## config.mk

```make
export PLATFORM = sky130hd
export DESIGN_NAME = pad_ctrl
export DESIGN_NICKNAME = d
export VERILOG_FILES = /design/src/design/pad_ctrl_pkg.sv /design/src/design/mode_decoder.sv /design/src/design/debug_router.sv /design/src/design/input_synchronizer.sv /design/src/design/imem_loader.sv /design/src/design/pad_ctrl.sv
export SDC_FILE = /design/constraint.sdc
export NUM_CORES = 1
export LEC_CHECK = 0
export BUFFER_PORTS_ARGS = -buffer_cell sky130_fd_sc_hd__clkbuf_2
export CORE_MARGIN = 3
export CORE_UTILIZATION = 49
export CTS_CLUSTER_SIZE = 20
export DETAILED_ROUTE_END_ITERATION = 6
export PLACE_DENSITY = 0.8
export SLEW_MARGIN = 20
export SYNTH_ARGS = -nofsm -noshare
export SYNTH_HDL_FRONTEND = slang
export SYNTH_HIERARCHICAL = 1
export SYNTH_SLANG_ARGS = --single-unit
```

## constraint.sdc

```tcl
create_clock -name clk_int -period 1.3 [get_ports clk_int]
set_input_delay 0.195 -clock clk_int [delete_from_list [all_inputs] [get_ports clk_int]]
set_output_delay 0.195 -clock clk_int [all_outputs]
set_load 0.05 [all_outputs]
```

## src/design/pad_ctrl_pkg.sv

```systemverilog
package pad_ctrl_pkg;

	// Operating modes selected on the two mode pins
	typedef enum logic [1:0] {
		MODE_RESET   = 2'd0,
		MODE_DEBUG   = 2'd1,
		MODE_RUN     = 2'd2,
		MODE_MEMLOAD = 2'd3
	} mode_t;

	// Width of the bidirectional pad ports A and B
	localparam int PAD_WIDTH = 8;

	// One byte as seen on a pad port
	typedef logic [PAD_WIDTH-1:0] pad_byte_t;

	// Pattern-buffer serial address
	localparam int SADDR_WIDTH = 3;

	// Instruction memory geometry
	localparam int IMEM_ADDR_WIDTH = 10;
	localparam int IMEM_DATA_WIDTH = 46;

	// Load clock and write strobe, carried together into the clock domain
	localparam int LOAD_STROBES_WIDTH = 2;

endpackage

```

## src/design/mode_decoder.sv

```systemverilog
`timescale 1ns/100ps

module mode_decoder import pad_ctrl_pkg::*; (
	input  logic [1:0] modesel,
	input  pad_byte_t  io_b_in,
	output logic       debug_mode,
	output logic       reset_pat,
	output logic       reset_patternbuf_low,
	output logic       reset_patternbuf_high,
	output logic       io_b_lsb_oe,
	output logic       io_b_msb_oe,
	output logic       load_clk,
	output logic       load_write
);

	mode_t mode;

	assign mode = mode_t'(modesel);

	always_comb begin
		debug_mode            = 1'b0;
		reset_pat             = 1'b0;
		reset_patternbuf_low  = 1'b0;
		reset_patternbuf_high = 1'b0;
		io_b_lsb_oe           = 1'b0;
		load_clk              = 1'b0;
		load_write            = 1'b0;

		case (mode)
			MODE_RESET: begin
				reset_pat             = 1'b1;
				reset_patternbuf_low  = 1'b1;
				reset_patternbuf_high = 1'b1;
			end
			MODE_DEBUG: begin
				// Resets come in on the low half of port B
				debug_mode            = 1'b1;
				reset_pat             = io_b_in[2];
				reset_patternbuf_low  = io_b_in[0];
				reset_patternbuf_high = io_b_in[1];
			end
			MODE_RUN: begin
				// Core drives the whole of port B
				io_b_lsb_oe = 1'b1;
			end
			MODE_MEMLOAD: begin
				// Everything held in reset while the memory is written
				reset_pat             = 1'b1;
				reset_patternbuf_low  = 1'b1;
				reset_patternbuf_high = 1'b1;
				load_clk              = io_b_in[0];
				load_write            = io_b_in[1];
			end
			default: begin
				reset_pat = 1'b1;
			end
		endcase
	end

	// Upper half of port B is an output in every mode
	assign io_b_msb_oe = 1'b1;

endmodule

```

## src/design/debug_router.sv

```systemverilog
`timescale 1ns/100ps

module debug_router import pad_ctrl_pkg::*; (
	input  logic                   debug_mode,
	input  pad_byte_t              io_a_in,
	input  logic                   sout_low,
	input  logic                   sout_high,
	input  pad_byte_t              core_outputs,
	output logic                   sclk_low,
	output logic                   sclk_high,
	output logic                   ssel_low,
	output logic                   ssel_high,
	output logic                   sin_low,
	output logic                   sin_high,
	output logic [SADDR_WIDTH-1:0] saddr_low,
	output logic [SADDR_WIDTH-1:0] saddr_high,
	output pad_byte_t              io_b_out
);

	// Debug bus fields on port A
	logic                   sclk;
	logic                   ssel;
	logic                   sin;
	logic [SADDR_WIDTH-1:0] saddr;
	logic                   sel_high;
	logic                   sout;

	assign sclk     = io_a_in[0];
	assign ssel     = io_a_in[1];
	assign sin      = io_a_in[2];
	assign saddr    = io_a_in[3 +: SADDR_WIDTH];
	assign sel_high = io_a_in[6];

	// Serial return path from whichever buffer is addressed
	assign sout = sel_high ? sout_high : sout_low;

	always_comb begin
		sclk_low   = 1'b0;
		ssel_low   = 1'b0;
		sin_low    = 1'b0;
		saddr_low  = '0;
		sclk_high  = 1'b0;
		ssel_high  = 1'b0;
		sin_high   = 1'b0;
		saddr_high = '0;

		if (debug_mode) begin
			if (sel_high) begin
				sclk_high  = sclk;
				ssel_high  = ssel;
				sin_high   = sin;
				saddr_high = saddr;
			end else begin
				sclk_low  = sclk;
				ssel_low  = ssel;
				sin_low   = sin;
				saddr_low = saddr;
			end
		end
	end

	always_comb begin
		if (debug_mode) begin
			io_b_out = '0;
			// Bits 0 to 3 act as pull-ups for the reset inputs
			io_b_out[3:0] = 4'hf;
			io_b_out[4]   = sout;
		end else begin
			io_b_out = core_outputs;
		end
	end

endmodule

```

## src/design/input_synchronizer.sv

```systemverilog
`timescale 1ns/100ps

module input_synchronizer import pad_ctrl_pkg::*; #(
	parameter type payload_t = pad_byte_t
) (
	input  logic     clk_int,
	input  logic     rst,
	input  payload_t async_in,
	output payload_t sync_out
);

	// First stage may go metastable, second stage settles it
	payload_t stage_1;
	payload_t stage_2;

	always_ff @(posedge clk_int) begin
		if (rst) begin
			stage_1 <= '0;
			stage_2 <= '0;
		end else begin
			stage_1 <= async_in;
			stage_2 <= stage_1;
		end
	end

	assign sync_out = stage_2;

endmodule

```

## src/design/imem_loader.sv

```systemverilog
`timescale 1ns/100ps

module imem_loader import pad_ctrl_pkg::*; #(
	parameter int ADDR_WIDTH = IMEM_ADDR_WIDTH,
	parameter int DATA_WIDTH = IMEM_DATA_WIDTH
) (
	input  logic                  clk_int,
	input  logic                  rst,
	input  logic                  load_clk,
	input  pad_byte_t             load_byte,
	output logic [ADDR_WIDTH-1:0] imem_write_adr,
	output logic [DATA_WIDTH-1:0] imem_in
);

	localparam int WORD_WIDTH = ADDR_WIDTH + DATA_WIDTH;

	// Address sits above the data word
	// First byte in ends up on top
	logic [WORD_WIDTH-1:0] shifter;
	logic                  load_clk_prev;
	logic                  load_rise;

	assign load_rise = load_clk && !load_clk_prev;

	always_ff @(posedge clk_int) begin
		if (rst) begin
			load_clk_prev <= 1'b0;
			shifter       <= '0;
		end else begin
			load_clk_prev <= load_clk;
			if (load_rise) begin
				shifter <= {shifter[WORD_WIDTH-PAD_WIDTH-1:0], load_byte};
			end
		end
	end

	assign imem_write_adr = shifter[WORD_WIDTH-1 -: ADDR_WIDTH];
	assign imem_in        = shifter[DATA_WIDTH-1:0];

endmodule

```

## src/design/pad_ctrl.sv

```systemverilog
`timescale 1ns/100ps

module pad_ctrl import pad_ctrl_pkg::*; #(
	parameter int DIV_BITS   = 3,
	parameter int ADDR_WIDTH = IMEM_ADDR_WIDTH,
	parameter int DATA_WIDTH = IMEM_DATA_WIDTH
) (
	input  logic                   clk_int,
	input  logic                   rst,

	// Pad inputs
	input  logic [1:0]             modesel,
	input  pad_byte_t              io_a_in,
	input  pad_byte_t              io_b_in,

	// Pattern buffers
	input  logic                   sout_low,
	input  logic                   sout_high,
	output logic                   sclk_low,
	output logic                   sclk_high,
	output logic                   ssel_low,
	output logic                   ssel_high,
	output logic                   sin_low,
	output logic                   sin_high,
	output logic [SADDR_WIDTH-1:0] saddr_low,
	output logic [SADDR_WIDTH-1:0] saddr_high,

	// Resets
	output logic                   reset_pat,
	output logic                   reset_patternbuf_low,
	output logic                   reset_patternbuf_high,

	// Port B drive
	output pad_byte_t              io_b_out,
	output logic                   io_b_lsb_oe,
	output logic                   io_b_msb_oe,

	// Core interface
	input  pad_byte_t              core_outputs,
	output pad_byte_t              data_a,
	output logic                   imem_write,
	output logic [ADDR_WIDTH-1:0]  imem_write_adr,
	output logic [DATA_WIDTH-1:0]  imem_in,

	output logic                   clock_out
);

	typedef logic [LOAD_STROBES_WIDTH-1:0] strobes_t;

	logic     debug_mode;
	logic     load_clk;
	logic     load_write;
	strobes_t load_strobes;
	strobes_t load_strobes_sync;

	logic [DIV_BITS-1:0] div_cnt;

	mode_decoder u_mode_decoder (
		.modesel               (modesel),
		.io_b_in               (io_b_in),
		.debug_mode            (debug_mode),
		.reset_pat             (reset_pat),
		.reset_patternbuf_low  (reset_patternbuf_low),
		.reset_patternbuf_high (reset_patternbuf_high),
		.io_b_lsb_oe           (io_b_lsb_oe),
		.io_b_msb_oe           (io_b_msb_oe),
		.load_clk              (load_clk),
		.load_write            (load_write)
	);

	debug_router u_debug_router (
		.debug_mode   (debug_mode),
		.io_a_in      (io_a_in),
		.sout_low     (sout_low),
		.sout_high    (sout_high),
		.core_outputs (core_outputs),
		.sclk_low     (sclk_low),
		.sclk_high    (sclk_high),
		.ssel_low     (ssel_low),
		.ssel_high    (ssel_high),
		.sin_low      (sin_low),
		.sin_high     (sin_high),
		.saddr_low    (saddr_low),
		.saddr_high   (saddr_high),
		.io_b_out     (io_b_out)
	);

	// Port A arrives asynchronously to clk_int
	input_synchronizer #(
		.payload_t (pad_byte_t)
	) u_sync_port_a (
		.clk_int  (clk_int),
		.rst      (rst),
		.async_in (io_a_in),
		.sync_out (data_a)
	);

	// Bit 0 load clock, bit 1 write strobe
	assign load_strobes = {load_write, load_clk};

	input_synchronizer #(
		.payload_t (strobes_t)
	) u_sync_strobes (
		.clk_int  (clk_int),
		.rst      (rst),
		.async_in (load_strobes),
		.sync_out (load_strobes_sync)
	);

	assign imem_write = load_strobes_sync[1];

	imem_loader #(
		.ADDR_WIDTH (ADDR_WIDTH),
		.DATA_WIDTH (DATA_WIDTH)
	) u_imem_loader (
		.clk_int        (clk_int),
		.rst            (rst),
		.load_clk       (load_strobes_sync[0]),
		.load_byte      (data_a),
		.imem_write_adr (imem_write_adr),
		.imem_in        (imem_in)
	);

	// Free-running divider
	// Top bit toggles every 2**(DIV_BITS-1) cycles
	always_ff @(posedge clk_int) begin
		if (rst) begin
			div_cnt <= '0;
		end else begin
			div_cnt <= div_cnt + 1'b1;
		end
	end

	assign clock_out = div_cnt[DIV_BITS-1];

endmodule

```

==> metrics.yaml, run 1 <==
cts_max_path_buffers: 2
setup_slack_ns: 0.04155
clock_power_share: 0.376
area_delta_synth_final_pct: 33.55
nNetsFinal: 441
synth-simple-area-share: 0.2472
cts_root_buf: "clkbuf_8"
grt_pass1_wl_um: 11070
grt_max_degree: 34
required_ns: 1.11
fin_skew_ns: 0.007345
wl_per_cell_um: 14.29
ys_warn_count: 6
n_antenna_cell: 0
drv_cap: 0
synth_compound_area_frac: 0.01868
synthMuxAreaShare: 0.1526
numPortBuffers: 114
seq_area_frac_synth: 0.4982
synthAdderAreaFrac: 0.02336
htree_levels: 3
hold_class: "in2reg"
syn_inst: 285
final.period_utilization: 0.9680
synth_edf_count: 0
swShare: 0.2395
clkTransAtPathRegs_ns: 0.07
drc: 0
ys_types: 25
finalSetupViolations: 0
ys_seq_elements: 80
power_switching_uw: 1185
drv_slew: 0
synth_area_um2: 3214
viasPerCell: 4.901
drtAntennaViolNets: 0
core.rowCount: 28
antenna_found_initial: 0
dpl.hpwl_um: 4825
outcome: "finished, final reports clean"
dr_total_vias: 2372
crit_fanout: 3
crit_type: "in2out"
async_flop_share: 0
p_int_uw: 3763
die-area_um2: 7567
clock-sinks: 80
ctsHoldBuffers: 0
die_w_um: 86.99
drive_gt1_frac: 0.4401
dp_slack_ns: -0.09843
drt_wl_total_um: 6918
final_hold_viol_count: 0
grt_util_all_layers: 0.1896
cts-buffers-inserted: 9
max_freq_mhz: 794.6
layout_min_cycle_time_ns: 1.258
gp_congestion: 0.7269
synth_top_area_share: 0.4982
vdd_ir_drop_max_mv: 0.7009
fillers: 468
cellLeakagePower_uw: 0.001869
ioPinCount: 121
syn_avg_cell_area_um2: 11.28
cp-end-kind: "primary output"
die_h_um: 86.99
initial_utilization: 0.5243
postCtsSetupRepairBufs: 0
ys.flop_type: "dfxtp_1"
clk-insertion-delay-late_ns: 0.34
start_kind: "input port"
cts_tree: "done"
combPwrFrac: 0.120
drt_iter0_markers: 46
grt_pass1_vias: 2390
arrival_ns: 1.06
first_pass_iters: 4
synth-xor-area-share: 0.002725
synth_top_area_cell: "dfxtp_1"
powerDensity_nw_per_um2: 1153
synth_top_family_by_area: "simple AND/OR/NAND/NOR gates"
overflow: 0
core_um2: 6131
yosys-top-cells-area: "dfxtp_1 (50%), mux2i_1 (15%), nand2b_1 (11%), buf_12 (2.5%), ha_1 (2.3%)"
seqPwrFrac: 0.504
synth.net_count: 321
power_uw: 4949
[layout by cell type (no fill, tap or decap), types with 2 or more instances in the layout]
cell and instances:
nor2_1 3, a21oi_2 4, buf_12 3, o21ai_1 8, or2_4 2, and2_1 2, nor2b_4 2, or2_1 2
ha_1 4, nor2b_2 7, buf_8 7, and2b_2 6, clkbuf_8 22, dfxtp_1 80, buf_4 12, mux2i_1 49
nor2b_1 12, nand2b_1 56, ha_4 2, clkbuf_2 93, nand4bb_1 6, and3_2 6, and2_2 5, nor2_2 3
or4bb_1 2
[synthesized netlist by cell type (4+ instances only)]
cell type	number
nand4bb_1	6
and2b_2	6
and2_1	8
a21oi_1	4
clkbuf_1	6
or2_1	4
ha_1	6
nor2b_2	8
nand2b_1	56
buf_6	4
mux2i_1	49
nor2b_1	12
nor2_1	6
dfxtp_1	80
buf_12	4
and3_1	6
o21ai_1	8
[path summary, 6_finish.rpt]
kind	startpoint	endpoint	slack (ns)	depth (start not counted)
hold reg to reg	div_cnt[0]	div_cnt[0]	0.42	1
setup reg to reg	u_imem_loader/load_clk_prev	u_imem_loader/shifter[29]	0.11	3
hold / removal	io_a_in[7]	u_sync_port_a/stage_1[7]	0.08	2
setup / recovery	modesel[0]	reset_patternbuf_high	0.04	6
[metrics by stage]
stage	setup TNS, ns	instance area (um2)	utilization	cells	hold WS, ns
floorplan	-0.2732	3241	-	285	0.2617
global placement	-1.144	3870	0.6312	469	0.4022
detailed placement	-1.561	3870	0.6312	469	0.4138
CTS	-0.0008745	4242	0.6918	484	0.06417
global route	-0.003346	4293	0.7002	484	0.08554
finish	0	4293	0.7002	484	0.08127
[layout make-up]
class | instances | area, um2 | area share
Multi-Input combinational cell | 185 | 1506 | 0.3509
Clock inverter | 2 | 37.54 | 0.008744
Inverter | 2 | 7.507 | 0.001749
Clock buffer | 13 | 168.9 | 0.03935
Timing Repair Buffer | 127 | 877.1 | 0.2043
Sequential cell | 80 | 1602 | 0.3731
Tap cell | 75 | 93.84 | 0.02186
[routing by layer]
| layer | GRT usage | part of all wire |
|---|---|---|
| met1 | 0.2209 | 0.42 |
| met2 | 0.3099 | 0.47 |
| met3 | 0.07379 | 0.089 |
| met4 | 0.07932 | 0.019 |
| met5 | 0 | 0 |
[logic make-up (layout without fill, tap and decap cells)]
family,after synthesis,count (layout)
and+or+nand+nor,116,116
xor gates and xnor gates,1,1
DFF,80,80
adders and majority gates,6,6
other,1,1
buffers and inverters,20,144
AOI/OAI and AO/OA,12,12
muxes,49,49
[power by group through the flow]
stage | clock (uW) | sequential, uW | combinational [uW]
detailed placement | 0 | 2550 | 505
global route | 2030 | 2500 | 630
global placement | 0 | 2550 | 500
finish | 1860 | 2500 | 594
floorplan | 0 | 2600 | 328
CTS | 1910 | 2500 | 557
[registers in the layout, indices dropped and copies added (netlist names)]
name and count:
u_sync_port_a/stage_1 8, div_cnt 3, u_sync_port_a/sync_out 8, u_sync_strobes/sync_out 2, u_imem_loader/shifter 56, u_imem_loader/load_clk_prev 1, u_sync_strobes/stage_1 2
[repair_timing]
action | CTS | global route
endpoints found under the setup margin | 22 | 23
gates cloned | 0 | 0
resized for setup | 39 | 20
[worst max-delay path, cell delays in order]
cell	delay, ns
clkbuf_2	0.12
buf_4	0.14
ha_1	0.23
a21oi_2	0.16
nor2_2	0.05
clkbuf_8	0.17
Note: power is estimated with default switching activity, not from simulation.
==> run 2, diff against run 1 <==
- PLACE_DENSITY: 0.8 -> 0.82
==> run 2 against run 1 <==
  * Critical path depth unchanged
  * Critical path type unchanged
  * Clock-buffer cell count decreased by 2
  * Global-route usage decreased by 0.23 points
==> metrics.yaml, run 2 (synthesis results as in run 1) <==
drive_gt1_frac: 0.4415  # was 0.4401
final_hold_viol_count: 0  # unchanged
busiest_layer: "met2"  # unchanged
fillers: 459  # was 468
initial_utilization: 0.5243  # unchanged
drc: 0  # unchanged
drt_iter0_markers: 97  # was 46
area_delta_synth_final_pct: 32.93  # was 33.55%
cellLeakagePower_uw: 0.001862  # was 0.001869 uW
max_freq_mhz: 781.3  # was 794.6 MHz
grt_use_met3: 0.07663  # was 0.07379
viasPerCell: 4.870  # was 4.901
die_h_um: 86.99  # unchanged
ctsHoldBuffers: 0  # unchanged
power_uw: 4748  # was 4949 uW
cts_tree: "done"  # unchanged
layout_commonest_cell: "clkbuf_2"  # unchanged
grt_util_all_layers: 0.1873  # was 0.1896
dpl.hpwl_um: 4902  # was 4825 um
grt_max_degree: 37  # was 34
drtAntennaViolNets: 0  # unchanged
placed_cells: 469  # unchanged
first_pass_iters: 4  # unchanged
critPathMaxStageDelay_ns: 0.25  # was 0.23 ns
dr_total_vias: 2362  # was 2372
drt_wl_total_um: 7000  # was 6918 um
clock_power_share: 0.349  # was 0.376
nNetsFinal: 441  # unchanged
overflow: 0  # unchanged
core.rowCount: 28  # unchanged
layout_min_cycle_time_ns: 1.280  # was 1.258 ns
outcome: "finished, final reports clean"  # unchanged
postCtsSetupRepairBufs: 0  # unchanged
n_antenna_cell: 0  # unchanged
cts-buffers-inserted: 9  # unchanged
cp-end-kind: "primary output"  # unchanged
clock-sinks: 80  # unchanged
htree_levels: 3  # unchanged
drv_cap: 0  # unchanged
cts_max_path_buffers: 2  # unchanged
cts_root_buf: "clkbuf_8"  # unchanged
grt_use_met1: 0.2158  # was 0.2209
arrival_ns: 1.08  # was 1.06 ns
numPortBuffers: 114  # unchanged
swShare: 0.2586  # was 0.2395
required_ns: 1.11  # about the same
top_register: "u_imem_loader/shifter"  # unchanged
grt_use_met2: 0.3112  # was 0.3099
grt_pass1_vias: 2315  # was 2390
final_cell_mix: "clkbuf_2 (92), dfxtp_1 (80), nand2b_1 (56)"  # was clkbuf_2 (93), dfxtp_1 (80), nand2b_1 (56)
critPathSlowestCell: "or2_1"  # was ha_1
start_kind: "input port"  # unchanged
clkTransAtPathRegs_ns: 0.08  # was 0.07 ns
die_w_um: 86.99  # unchanged
ioPinCount: 121  # unchanged
grt_pass1_wl_um: 10970  # was 11070 um
hold_class: "in2reg"  # unchanged
core_um2: 6131  # unchanged
crit_chain: "clkbuf_2, inv_1, ha_4, buf_4, or2_1, buf_8"  # was clkbuf_2, buf_4, ha_1, a21oi_2, nor2_2, clkbuf_8
final.period_utilization: 0.9846  # was 0.9680
largest_reg_flops: 56  # unchanged
finalSetupViolations: 0  # unchanged
gp_congestion: 0.7977  # was 0.7269
antenna_found_initial: 0  # unchanged
power_switching_uw: 1228  # was 1185 uW
clk-insertion-delay-late_ns: 0.34  # about the same
crit_type: "in2out"  # unchanged
crit_fanout: 4  # was 3
seqPwrFrac: 0.526  # was 0.504
combPwrFrac: 0.125  # was 0.120
drv_slew: 0  # unchanged
hold_slack_ns: 0.09275  # was 0.08127 ns
powerDensity_nw_per_um2: 1111  # was 1153 nW/um2
fin_skew_ns: 0.007173  # was 0.007345 ns
instances_no_fill: 485  # was 484
vdd_ir_drop_max_mv: 0.6156  # was 0.7009 mV
p_int_uw: 3520  # was 3763 uW
wl_per_cell_um: 14.43  # was 14.29 um
die-area_um2: 7567  # unchanged
==> run 2: worst max-delay path: cells and delay by family <==
kind                     cells  cell delay, ns
buffers and inverters        4            0.47
AND/OR/NAND/NOR              1            0.25
adder cells (fa/ha/maj)      1            0.17
==> run 2: area by class of cell <==
class                      count  area [um2]  area share
timing repair buffer         127       880.8      0.2061
tap                           75       93.84     0.02196
clock inverter                 5       31.28    0.007321
sequential                    80        1602      0.3748
clock buffer                  11       151.4     0.03543
inverter                       2       7.507    0.001757
multi-input combinational    185        1506      0.3526
==> run 2: stage by stage <==
stage          TNS (ns)    util  instance area, um2  setup WS [ns]
2_1_floorplan   -0.2732       -                3241       -0.07571
3_3_place_gp    -0.7566  0.6341                3887       -0.06503
3_5_place_dp     -1.162  0.6341                3887       -0.09276
4_1_cts         -0.1326  0.6847                4198       -0.04588
5_1_grt         -0.1031  0.6969                4273       -0.01786
6_report              0  0.6969                4273        0.02008
==> run 2: final timing paths <==
kind | from | to | slack [ns] | cells past startpoint
hold reg to reg | div_cnt[0] | div_cnt[0] | 0.43 | 1
setup reg to reg | u_imem_loader/load_clk_prev | u_imem_loader/shifter[41] | 0.11 | 3
setup / recovery | modesel[1] | io_b_out[1] | 0.02 | 6
hold / removal | io_a_in[1] | u_sync_port_a/stage_1[1] | 0.09 | 2
==> run 2: metal layers <==
layer / share of wire / vias to the layer above
li1: - / 1173
met1: 0.41 / 1088
met2: 0.48 / 93
met3: 0.089 / 8
met4: 0.013 / 0
met5: 0 / -
==> run 2: timing repair <==
| item | 4_1_cts | 5_1_grt |
|---|---|---|
| endpoints found under the setup margin | 20 | 23 |
| gates cloned | 0 | 0 |
| pin swaps | 0 | 1 |
| resized for setup | 32 | 26 |
==> run 2: power by group through the flow <==
stage / registers [uW] / clock network [uW] / logic, uW
floorplan: 2600 / 0 / 328
global placement: 2550 / 0 / 511
detailed placement: 2550 / 0 / 517
CTS: 2500 / 1700 / 560
global route: 2500 / 1810 / 629
finish: 2500 / 1660 / 595
==> run 3, diff against run 2 <==
- MAX_ROUTING_LAYER: unset -> met4
==> run 3 against run 2 <==
  * Register-to-register slack barely moved
  * Core utilization did not move
  * Total power barely moved
  * Flip-flop and latch count did not move
  * Clock-buffer cell count did not move
  * Sequential share of layout area did not move
  * Clock skew barely moved
  * Critical endpoint unchanged
==> metrics.yaml, run 3 (synthesis results as in run 1) <==
outcome: "finished, final reports clean"  # unchanged
die_w_um: 86.99  # unchanged
grt_use_met1: 0.2246  # was 0.2158
top_register: "u_imem_loader/shifter"  # unchanged
initial_utilization: 0.5243  # unchanged
busiest_layer: "met2"  # unchanged
fillers: 459  # unchanged
layout_commonest_cell: "clkbuf_2"  # unchanged
critPathSlowestCell: "or2_1"  # unchanged
crit_chain: "clkbuf_2, inv_1, ha_4, buf_4, or2_1, buf_8"  # unchanged
dr_total_vias: 2374  # was 2362
p_int_uw: 3520  # about the same
vdd_ir_drop_max_mv: 0.6151  # was 0.6156 mV
viasPerCell: 4.895  # was 4.870
area_delta_synth_final_pct: 32.93  # unchanged
antenna_found_initial: 0  # unchanged
clock_power_share: 0.349  # about the same
cts-buffers-inserted: 9  # unchanged
grt_use_met3: 0.05866  # was 0.07663
final_hold_viol_count: 0  # unchanged
wl_per_cell_um: 14.44  # was 14.43 um
grt_pass1_vias: 2324  # was 2315
largest_reg_flops: 56  # unchanged
drv_slew: 0  # unchanged
die_h_um: 86.99  # unchanged
nNetsFinal: 441  # unchanged
max_freq_mhz: 780.4  # was 781.3 MHz
power_switching_uw: 1227  # was 1228 uW
ctsHoldBuffers: 0  # unchanged
combPwrFrac: 0.125  # about the same
hold_slack_ns: 0.09316  # was 0.09275 ns
cts_tree: "done"  # unchanged
drt_wl_total_um: 7003  # was 7000 um
crit_type: "in2out"  # unchanged
core_um2: 6131  # unchanged
first_pass_iters: 4  # unchanged
htree_levels: 3  # unchanged
grt_use_met2: 0.3133  # was 0.3112
post-route-util: 0.6969  # unchanged
n_antenna_cell: 0  # unchanged
core.rowCount: 28  # unchanged
grt_max_degree: 37  # unchanged
cellLeakagePower_uw: 0.001862  # unchanged
final_cell_mix: "clkbuf_2 (92), dfxtp_1 (80), nand2b_1 (56)"  # unchanged
clk-insertion-delay-late_ns: 0.34  # about the same
powerDensity_nw_per_um2: 1111  # about the same
drt_iter0_markers: 82  # was 97
cts_root_buf: "clkbuf_8"  # unchanged
dpl.hpwl_um: 4902  # unchanged
clkTransAtPathRegs_ns: 0.07  # was 0.08 ns
drc: 0  # unchanged
drtAntennaViolNets: 0  # unchanged
cts_max_path_buffers: 2  # unchanged
swShare: 0.2584  # was 0.2586
postCtsSetupRepairBufs: 0  # unchanged
overflow: 0  # unchanged
layout_min_cycle_time_ns: 1.281  # was 1.280 ns
grt_util_all_layers: 0.1925  # was 0.1873
grt_pass1_wl_um: 10950  # was 10970 um
crit_fanout: 4  # unchanged
seqPwrFrac: 0.526  # about the same
instances_no_fill: 485  # unchanged
numPortBuffers: 114  # unchanged
place_area_um2: 3887  # unchanged
critPathMaxStageDelay_ns: 0.25  # about the same
final.period_utilization: 0.9857  # was 0.9846
required_ns: 1.11  # about the same
die-area_um2: 7567  # unchanged
arrival_ns: 1.09  # was 1.08 ns
finalSetupViolations: 0  # unchanged
start_kind: "input port"  # unchanged
finalInstanceArea_um2: 4273  # unchanged
fin_skew_ns: 0.007578  # was 0.007173 ns
cp-end-kind: "primary output"  # unchanged
ioPinCount: 121  # unchanged
clock-sinks: 80  # unchanged
power_uw: 4747  # was 4748 uW
drive_gt1_frac: 0.4415  # unchanged
placed_cells: 469  # unchanged
drv_cap: 0  # unchanged
gp_congestion: 0.8092  # was 0.7977
hold_class: "in2reg"  # unchanged
==> run 3: cell counts in the layout (fill, tap and decap cells not counted) <==
Identical to the previous run, type by type.
==> run 3: per-layer routing <==
| metal | vias to the layer above | wire (um) |
|---|---|---|
| met1 | 1098 | 2982 |
| met5 | - | 0 |
| met2 | 99 | 3401 |
| met3 | 5 | 577 |
| met4 | 0 | 42 |
| li1 | 1172 | - |
==> run 3: per-stage QoR <==
step	TNS, ns	setup WS (ns)
after floorplan	-0.2732	-0.07571
after global placement	-0.7566	-0.06503
after detailed placement	-1.162	-0.09276
after CTS	-0.1326	-0.04588
after global routing	-0.1028	-0.01786
final	0	0.01864
==> run 3: power groups by stage <==
| stage | Combinational [uW] | Clock, uW | Sequential [uW] |
|---|---|---|---|
| 2_1_floorplan | 328 | 0 | 2600 |
| 3_3_place_gp | 511 | 0 | 2550 |
| 3_5_place_dp | 517 | 0 | 2550 |
| 4_1_cts | 560 | 1700 | 2500 |
| 5_1_grt | 629 | 1810 | 2500 |
| 6_report | 595 | 1660 | 2500 |
==> run 3: worst paths after layout <==
path,start,cells past startpoint,slack (ns),to
worst max-delay path,modesel[1],6,0.02,io_b_out[1]
worst max register to register,u_imem_loader/load_clk_prev,3,0.11,u_imem_loader/shifter[41]
worst min-delay path,io_a_in[7],2,0.09,u_sync_port_a/stage_1[7]
worst min register to register,div_cnt[0],1,0.43,div_cnt[0]
==> run 3: cell type report <==
type / instances / area, um2 / area share
multi-input cells: 185 / 1506 / 0.3526
inverters: 2 / 7.507 / 0.001757
flip-flops and latches: 80 / 1602 / 0.3748
repair buffers: 127 / 880.8 / 0.2061
well taps: 75 / 93.84 / 0.02196
clock inverters: 5 / 31.28 / 0.007321
clock buffers: 11 / 151.4 / 0.03543
==> run 3: critical path, delay by kind of cell <==
family / cells / cell delay [ns]
adder cells (fa/ha/maj): 1 / 0.17
buffers and inverters: 4 / 0.47
AND/OR/NAND/NOR: 1 / 0.25
==> run 3: repair_timing <==
action                                 CTS  global route
endpoints found under the hold margin    0             0
pin swaps                                0             1
setup endpoints to repair               20            23
gates resized for setup                 32            26
